<file path="src/core_pkg.sv">
package core_pkg;

    // data and address width
    localparam int XLEN = 32;

    // memory operation from the decoder
    typedef enum logic [1:0] {
        MEN_X,  // no memory access
        MEN_L,
        MEN_S,
        MEN_A   // atomic, see aext_sel_t
    } mem_sel_t;

    // access size, also used as the write mask code
    typedef enum logic [1:0] {
        SIZE_B,
        SIZE_H,
        SIZE_W
    } mem_size_t;

    typedef enum logic {
        OP_UNSIGNED,
        OP_SIGNED
    } sign_sel_t;

    // atomic kind, only meaningful with MEN_A
    typedef enum logic [3:0] {
        ASEL_LR,
        ASEL_SC,
        ASEL_AMO_SWAP,
        ASEL_AMO_ADD,
        ASEL_AMO_XOR,
        ASEL_AMO_AND,
        ASEL_AMO_OR,
        ASEL_AMO_MIN,
        ASEL_AMO_MAX
    } aext_sel_t;

    // data memory depth in words
    localparam int MEM_WORDS = 256;

    // cycles from request acceptance to the response pulse
    localparam int MEM_LATENCY = 2;

    // reservation register value when nothing is reserved
    localparam logic [XLEN-1:0] ADDR_NONE = '1;

endpackage
</file>
<file path="src/memory_stage.sv">
`timescale 1ns/10ps

module memory_stage (
    input  logic                      clk,
    input  logic                      reset,
    input  logic                      valid,
    input  core_pkg::mem_sel_t        mem_op,
    input  core_pkg::mem_size_t       mem_size,
    input  core_pkg::sign_sel_t       sign_sel,
    input  core_pkg::aext_sel_t       a_sel,
    input  logic [core_pkg::XLEN-1:0] alu_out,   // effective address
    input  logic [core_pkg::XLEN-1:0] rs2_data,

    output logic [core_pkg::XLEN-1:0] next_mem_rdata,
    output logic                      is_stall,

    output logic                      dreq_valid,
    output logic                      dreq_wen,
    output logic [core_pkg::XLEN-1:0] dreq_addr,
    output logic [core_pkg::XLEN-1:0] dreq_wdata,
    output core_pkg::mem_size_t       dreq_wmask,
    input  logic                      dreq_ready,
    input  logic                      dresp_valid,
    input  logic [core_pkg::XLEN-1:0] dresp_rdata
);

    typedef enum logic [1:0] {
        IDLE,
        WAIT_READY,
        WAIT_RVALID,
        WAIT_WVALID
    } state_t;

    state_t state;

    logic done;          // memory work finished, waiting for retire
    logic amo_write;     // second pass of an amo
    logic sc_succeeded;
    logic [core_pkg::XLEN-1:0] reserved_addr;
    logic [core_pkg::XLEN-1:0] saved_rdata;
    logic [core_pkg::XLEN-1:0] amo_wdata;

    core_pkg::mem_sel_t eff_op;
    logic               is_amo;

    // amo turns into a plain store once the old word is back
    assign eff_op = amo_write ? core_pkg::MEN_S : mem_op;

    assign is_amo = (mem_op == core_pkg::MEN_A) &&
                    (a_sel != core_pkg::ASEL_LR) &&
                    (a_sel != core_pkg::ASEL_SC);

    assign dreq_valid = (state == WAIT_READY);
    assign dreq_wen   = (eff_op == core_pkg::MEN_S) ||
                        (eff_op == core_pkg::MEN_A && a_sel == core_pkg::ASEL_SC);
    assign dreq_addr  = alu_out;
    assign dreq_wdata = is_amo ? amo_wdata : rs2_data;
    assign dreq_wmask = mem_size;

    // non-memory instructions pass straight through
    assign is_stall = valid &&
                      (state != IDLE || (!done && mem_op != core_pkg::MEN_X));

    amo_alu amo_alu_i (
        .a_sel     (a_sel),
        .sign_sel  (sign_sel),
        .mem_rdata (saved_rdata),
        .rs2_data  (rs2_data),
        .amo_wdata (amo_wdata)
    );

    load_formatter load_formatter_i (
        .mem_op       (mem_op),
        .mem_size     (mem_size),
        .sign_sel     (sign_sel),
        .a_sel        (a_sel),
        .byte_offset  (alu_out[1:0]),
        .mem_rdata    (saved_rdata),
        .sc_succeeded (sc_succeeded),
        .rdata        (next_mem_rdata)
    );

    always_ff @(posedge clk) begin
        if (dresp_valid && state == WAIT_RVALID) begin
            saved_rdata <= dresp_rdata;
        end
    end

    always_ff @(posedge clk) begin
        if (reset) begin
            state         <= IDLE;
            done          <= 1'b0;
            amo_write     <= 1'b0;
            sc_succeeded  <= 1'b0;
            reserved_addr <= core_pkg::ADDR_NONE;
        end else begin
            case (state)
                IDLE: begin
                    if (done) begin
                        done <= 1'b0;  // retires this cycle
                    end else if (valid && mem_op != core_pkg::MEN_X) begin
                        state <= WAIT_READY;
                        if (mem_op == core_pkg::MEN_A && a_sel == core_pkg::ASEL_SC) begin
                            // any sc drops the reservation
                            reserved_addr <= core_pkg::ADDR_NONE;
                            sc_succeeded  <= (reserved_addr == alu_out);
                            if (reserved_addr != alu_out) begin
                                state <= IDLE;  // fail without touching memory
                                done  <= 1'b1;
                            end
                        end else if (mem_op == core_pkg::MEN_A &&
                                     a_sel == core_pkg::ASEL_LR) begin
                            reserved_addr <= alu_out;
                        end
                    end
                end
                WAIT_READY: begin
                    if (dreq_ready) begin
                        state <= dreq_wen ? WAIT_WVALID : WAIT_RVALID;
                    end
                end
                WAIT_RVALID: begin
                    if (dresp_valid) begin
                        if (is_amo) begin
                            state     <= WAIT_READY;  // go write the combined value
                            amo_write <= 1'b1;
                        end else begin
                            state <= IDLE;
                            done  <= 1'b1;
                        end
                    end
                end
                WAIT_WVALID: begin
                    if (dresp_valid) begin
                        state     <= IDLE;
                        done      <= 1'b1;
                        amo_write <= 1'b0;
                    end
                end
                default: state <= IDLE;
            endcase
        end
    end

endmodule

</file>
<file path="src/load_formatter.sv">
`timescale 1ns/10ps

module load_formatter (
    input  core_pkg::mem_sel_t        mem_op,
    input  core_pkg::mem_size_t       mem_size,
    input  core_pkg::sign_sel_t       sign_sel,
    input  core_pkg::aext_sel_t       a_sel,
    input  logic [1:0]                byte_offset,
    input  logic [core_pkg::XLEN-1:0] mem_rdata,
    input  logic                      sc_succeeded,
    output logic [core_pkg::XLEN-1:0] rdata
);

    logic [7:0]  byte_lane;
    logic [15:0] half_lane;
    logic        ext_bit;

    assign byte_lane = mem_rdata[{byte_offset, 3'b000} +: 8];
    assign half_lane = mem_rdata[{byte_offset[1], 4'b0000} +: 16];

    always_comb begin
        rdata   = mem_rdata;  // lw, lr and amo old value
        ext_bit = 1'b0;
        if (mem_op == core_pkg::MEN_A) begin
            if (a_sel == core_pkg::ASEL_SC) begin
                rdata = sc_succeeded ? '0 : core_pkg::XLEN'(1);
            end
        end else if (mem_size == core_pkg::SIZE_B) begin
            ext_bit = (sign_sel == core_pkg::OP_SIGNED) && byte_lane[7];
            rdata   = {{(core_pkg::XLEN-8){ext_bit}}, byte_lane};
        end else if (mem_size == core_pkg::SIZE_H) begin
            ext_bit = (sign_sel == core_pkg::OP_SIGNED) && half_lane[15];
            rdata   = {{(core_pkg::XLEN-16){ext_bit}}, half_lane};
        end
    end

endmodule

</file>
<file path="src/amo_alu.sv">
`timescale 1ns/10ps

module amo_alu (
    input  core_pkg::aext_sel_t       a_sel,
    input  core_pkg::sign_sel_t       sign_sel,
    input  logic [core_pkg::XLEN-1:0] mem_rdata,  // old word from memory
    input  logic [core_pkg::XLEN-1:0] rs2_data,
    output logic [core_pkg::XLEN-1:0] amo_wdata
);

    logic mem_is_less;

    // one comparator shared by min and max
    assign mem_is_less = (sign_sel == core_pkg::OP_SIGNED) ?
                         ($signed(mem_rdata) < $signed(rs2_data)) :
                         (mem_rdata < rs2_data);

    always_comb begin
        case (a_sel)
            core_pkg::ASEL_AMO_SWAP: amo_wdata = rs2_data;
            core_pkg::ASEL_AMO_ADD:  amo_wdata = mem_rdata + rs2_data;
            core_pkg::ASEL_AMO_XOR:  amo_wdata = mem_rdata ^ rs2_data;
            core_pkg::ASEL_AMO_AND:  amo_wdata = mem_rdata & rs2_data;
            core_pkg::ASEL_AMO_OR:   amo_wdata = mem_rdata | rs2_data;
            core_pkg::ASEL_AMO_MIN: begin
                amo_wdata = mem_is_less ? mem_rdata : rs2_data;
            end
            core_pkg::ASEL_AMO_MAX: begin
                amo_wdata = mem_is_less ? rs2_data : mem_rdata;
            end
            default: amo_wdata = '0;  // lr / sc never write this
        endcase
    end

endmodule

</file>
<file path="config.mk">
export PLATFORM = sky130hd
export DESIGN_NAME = memory_stage
export DESIGN_NICKNAME = d
export VERILOG_FILES = /design/src/core_pkg.sv /design/src/memory_stage.sv /design/src/load_formatter.sv /design/src/amo_alu.sv
export SDC_FILE = /design/constraint.sdc
export NUM_CORES = 1
export LEC_CHECK = 0
export BUFFER_PORTS_ARGS = -buffer_cell sky130_fd_sc_hd__buf_4
export CORE_MARGIN = 2
export CORE_UTILIZATION = 50
export DETAILED_ROUTE_END_ITERATION = 10
export GPL_TIMING_DRIVEN = 0
export PLACE_DENSITY_LB_ADDON = 0.1
export REMOVE_ABC_BUFFERS = 1
export SETUP_SLACK_MARGIN = 0.15
export SLEW_MARGIN = 10
export SYNTH_ARGS = -nofsm -noshare
export SYNTH_HDL_FRONTEND = slang
export SYNTH_SLANG_ARGS = --single-unit
</file>
<file path="constraint.sdc">
create_clock -name clk -period 5.6 [get_ports clk]
set_input_delay 0.56 -clock clk [delete_from_list [all_inputs] [get_ports clk]]
set_output_delay 0.56 -clock clk [all_outputs]
set_load 0.05 [all_outputs]
</file>
; ---- Yosys cells after proc, flatten, opt, wreduce, memory -nomap -nowiden
; Cells that the tools add are included.
[word_totals]
regBits = 69
input_bits = 110
out_inout_bits = 101
wordCells = 103
[classes]
add_sub_neg = 1
order_cmp = 2
n_eq_ne = 25
shifts = 2
mux = 35
bitwise_logic = 4
reduce_logical = 28
[op_table]
columns = op, n
row1 = two-way mux 32 bit, 9
row2 = case mux 32 bit (7 select lines), 1
row3 = < comparator 32 bit, 2
row4 = adder 32 bit, 1
row5 = bitwise AND 32 bit, 1
row6 = equality test 32 bit, 1
row7 = inequality test 32 bit, 1
row8 = OR 32 bit, 1
row9 = variable part select 32 x 6 -> 16 bit, 1
row10 = variable part select 32 x 6 -> 8 bit, 1
row11 = XOR 32 bit, 1
row12 = "equality test 4 x 3 -> 1 bit, second input constant", 4
row13 = two-way mux 1 bit, 16
row14 = AND reduction 4 bit, 4
row15 = two-way mux 2 bit, 6
row16 = "inequality test 2 bit, second input constant", 6
row17 = logical AND 1 bit, 11
row18 = "equality test 2 bit, second input constant", 5
row19 = "equality test 4 x 2 -> 1 bit, second input constant", 2
row20 = case mux 2 bit (4 select lines), 1
row21 = nonzero test 2 bit, 4
row22 = AND reduction 5 bit, 1
row23 = "equality test 2 x 1 -> 1 bit, second input constant", 2
row24 = "equality test 4 x 1 -> 1 bit, second input constant", 1
row25 = 12 further kinds, 14

; ---- Longest topological paths before layout
[logic_depth]
ltp_word = 7
mapped_depth = 13
ltp_nobuf = 11

; ---- By module
; A second synthesis with hierarchy kept.
[unflattened]
cells_unflattened = 1140
area_unflattened_um2 = 8976.1
[modules_own_cells]
columns = mod, instances, cells_each, area_each_um2, seq_area_each_um2
row1 = amo_alu, 1, 677, 4533.1, 0.0
row2 = memory_stage, 1, 332, 3444.6, 1701.6
row3 = load_formatter, 1, 131, 998.5, 0.0

; ---- Least setup slack after synthesis
; No wires, ideal clock.
[synth_path]
path_type = in2out
start = input port rs2_data[10] (netlist bit)
end = output port dreq_wdata[19] (netlist bit)
arrival_time_ns = 3.538
required_ns = 5.040
slack_ns = 1.502
stages = 11
n_path_buf = 1
cell_sequence = inv_1 ha_1 buf_2 nor4_2 a21boi_1 o31ai_2 a21oi_2 o21ai_1 o21ai_2 a2111oi_0 a211oi_1
[synth_via]
elab_chain_cells = 5
word_cells_on_any_way = 8
classes_between = 1 x add/sub / 2 x order compare / 5 x mux
[synth_lines]
columns = element, line_no
row1 = start: declaration, memory_stage.sv:12  ; input logic [core_pkg::XLEN-1:0] rs2_data,
row2 = < comparator 32 bit (on tied branches), "amo_alu.sv:16, amo_alu.sv:15"
row3 = two-way mux 1 bit, amo_alu.sv:14  ; assign mem_is_less = (sign_sel == core_pkg::OP_SIGNED) ?
row4 = two-way mux 32 bit (on tied branches), "amo_alu.sv:29, amo_alu.sv:26"
row5 = case mux 32 bit (7 select lines) (*), amo_alu.sv:19  ; case (a_sel)
row6 = two-way mux 32 bit (*), memory_stage.sv:57  ; assign dreq_wdata = is_amo ? amo_wdata : rs2_data;
row7 = end: declaration, memory_stage.sv:20  ; output logic [core_pkg::XLEN-1:0] dreq_wdata,
; Every way passes the cells marked *; elsewhere a longest branch is shown, timed or not.

; ---- Worst setup path after layout
[layout_path]
start = input port a_sel[1]
end = output port dreq_wdata[4] (netlist bit)
[layout_via]
elab_chain_cells = 4
word_cells_on_any_way = 13
classes_between = 8 x eq/ne / 2 x mux / 3 x reduce/logical
[layout_lines]
columns = element, line_no
row1 = start: declaration, memory_stage.sv:10  ; input core_pkg::aext_sel_t a_sel,
row2 = branches (longest 3 deep; another with case mux 32 bit (7 select lines)), -
row3 = two-way mux 32 bit (*), memory_stage.sv:57
; Every way passes the cells marked *.

==> metrics.yaml <==
synthesis:
  synth-simple-area-share: 0.176
  synth.distinct_cells: 86
  netlist.area_leader.share: 0.133
  synthTopCellsByCount: "nor2_1 (135), a21oi_1 (115), ha_1 (96), inv_1 (77), nand2_1 (74)"
  synth.avg_cell_area_um2: 7.63
  synth_area_um2: 9000
  synth_top_family_by_area: "compound AO/OA/AOI/OAI gates"
  synth_warnings: 0
  synthCells: 1179
  async_flop_share: 0
  ys_seq_area_frac: 0.189
  synth_xor_area_frac: 0.0428
  ys.flop_type: "dfxtp_1"
  ys_seq_elements: 69
  yosysMostFrequentCell: "nor2_1"
  muxShareOfSynthArea: 0.0374
  synth_compound_area_frac: 0.306
  yosys.area_share.adder: 0.136
  netlist.top_cell.by_area: "ha_1"
  synth_edf_count: 32
  synthTopCellsByArea: "ha_1 (13%), edfxtp_1 (11%), dfxtp_1 (8.2%)"
global_route:
  grt_remaining_overflow: 0
  grt_max_degree: 67
  antenna_found_initial: 0
  track_usage: 0.308
  grt_first_pass_wirelength_mm: 47.5
  grt_pass1_vias: 8693
timing:
  finalCriticalPeriod_ns: 4.82
  rsz0062_at_grt: "false"
  period_share: 0.861
  setup_viol: 0
  tightestPinTransition_ns: 1.35
  hold_violations: 0
  tns_ns: 0
  hold_slack_ns: 0.400
  max_freq_mhz: 207
  fin_skew_ns: 0.00567
  maxSlewViolCount: 0
  maxSlewHeadroom: 0.0985
routing:
  vias: 9307
  dr.first_iter.drc_count: 896
  wl_met3_mm: 2.94
  drt-pass1-iter-count: 5
  drt-wirelength-per-cell_um: 20.2
  wirelength_met1_mm: 13.0
  via_per_inst: 6.11
  wl_mm: 30.8
  route.met2.wl_mm: 14.1
  routed.top_layer: "met4"
  ant_nets: 0
  route.detailed.drc: 0
placed_design:
  numPortBuffers: 210
  place_congestion: 0.966
  dp_hpwl_mm: 23.3
cts:
  cts_tree: "yes"
  insertion_delay_ns: 0.33
  cts_sinks: 69
  path_clk_slew_ns: 0.06
  numCtsBuffers: 9
  cts-root-buf: "clkbuf_16"
  postCtsSetupBuffers: 0
  cts_max_level: 3
  cts_resized: 0
  cts_buffer_depth: 2
  cts.hold.buffers_added: 0
setup_path:
  crit_fanout: 45
  critPathCaptureType: "output pin"
  cp.required_ns: 5.04
  reg2reg_slack_ns: 3.29
  worstSetupStartpointType: "input port"
  crit_type: "in2out"
  worstPathArrival_ns: 4.26
finish:
  fillers: 1712
  diodes: 0
  num-nets-final: 1495
  drive_above_1_share: 0.222
  area_growth_pct: 17.4
floorplanning:
  die_height_um: 138
  die_w_um: 138
  dieArea_um2: 19100
  std_cell_rows: 49
  core-area_um2: 17800
  ios: 211
  start_util: 0.506
power:
  ir_drop_mv: 0.335
  leakage_nw: 4.80
  power_per_cell_area_nw_per_um2: 176
outcome:
  status: "completed"
worst_hold_path:
  hold_class: "in2reg"
flow_run:
  drv_cap: 0
==> cell type report <==
cell class	count	area (um^2)	area share
Multi-Input combinational cell	908	6320	0.598
Sequential cell	69	1700	0.161
Timing Repair Buffer	214	1640	0.155
Inverter	86	323	0.0306
Tap cell	229	287	0.0271
Clock buffer	10	250	0.0237
Clock inverter	6	43.8	0.00415
==> worst max-delay path: stages <==
cell     delay, ns
buf_4         0.41
nor3_1        0.32
nor2_1        0.41
nand2_1       0.85
a21oi_2       1.06
a22oi_1       0.25
o21ai_2       0.12
buf_4         0.22
==> path summary, 6_finish.rpt <==
check                                        from                              to  cells past startpoint
worst max-delay path                     a_sel[1]                   dreq_wdata[4]                      8
worst max register to register  done$_SDFFE_PP0P_  reserved_addr[19]$_SDFFE_PP1P_                      6
worst min-delay path               dresp_rdata[5]        saved_rdata[5]$_DFFE_PP_                      1
worst min register to register  done$_SDFFE_PP0P_               done$_SDFFE_PP0P_                      2
==> power by group <==
group          switching, mW  total, mW  internal (mW)  leakage (nW)
clock                  0.218      0.546          0.328         0.146
combinational          0.497      0.760          0.264          4.07
sequential            0.0149      0.550          0.535         0.589
==> sequential cells by signal, summed over array words and instances, names as in the netlist <==
name / count
reserved_addr: 32
saved_rdata: 32
state: 2
amo_write: 1
done: 1
sc_succeeded: 1
==> through the flow <==
step	worst slack (ns)	instances	total power, mW	area [um^2]	utilization
after global routing	0.621	1522	1.94	10600	0.594
after detailed placement	0.956	1506	1.31	10300	0.577
final	0.778	1522	1.86	10600	0.594
after floorplan	1.53	1063	0.992	8300	-
after CTS	0.884	1522	1.85	10600	0.594
after global placement	0.954	1502	1.30	10200	0.572
==> routing by layer <==
| layer | vias up | global-route usage |
|---|---|---|
| li1 | 4438 | - |
| met1 | 4366 | 0.413 |
| met2 | 456 | 0.509 |
| met3 | 47 | 0.0585 |
| met4 | 0 | 0.0875 |
| met5 | - | 0 |
==> placed cells by master (no fill, tap or decap), types with 23 or more instances in the layout <==
cell	Yosys	routed
a211oi_1	23	23
a21o_1	27	27
a21oi_1	115	115
buf_4	40	210
dfxtp_1	37	37
edfxtp_1	32	32
ha_1	96	96
inv_1	77	77
nand2_1	74	74
nor2_1	135	133
nor3_1	44	44
o21ai_0	57	57
o21bai_1	35	35
xnor2_1	42	42
==> kinds of logic after synthesis <==
family	count (synthesis)
compound gates	407
simple gates	337
buf+inv	202
fa+ha+maj	97
flops	69
xor+xnor	44
mux	23
(Power assumes the default switching activity.)
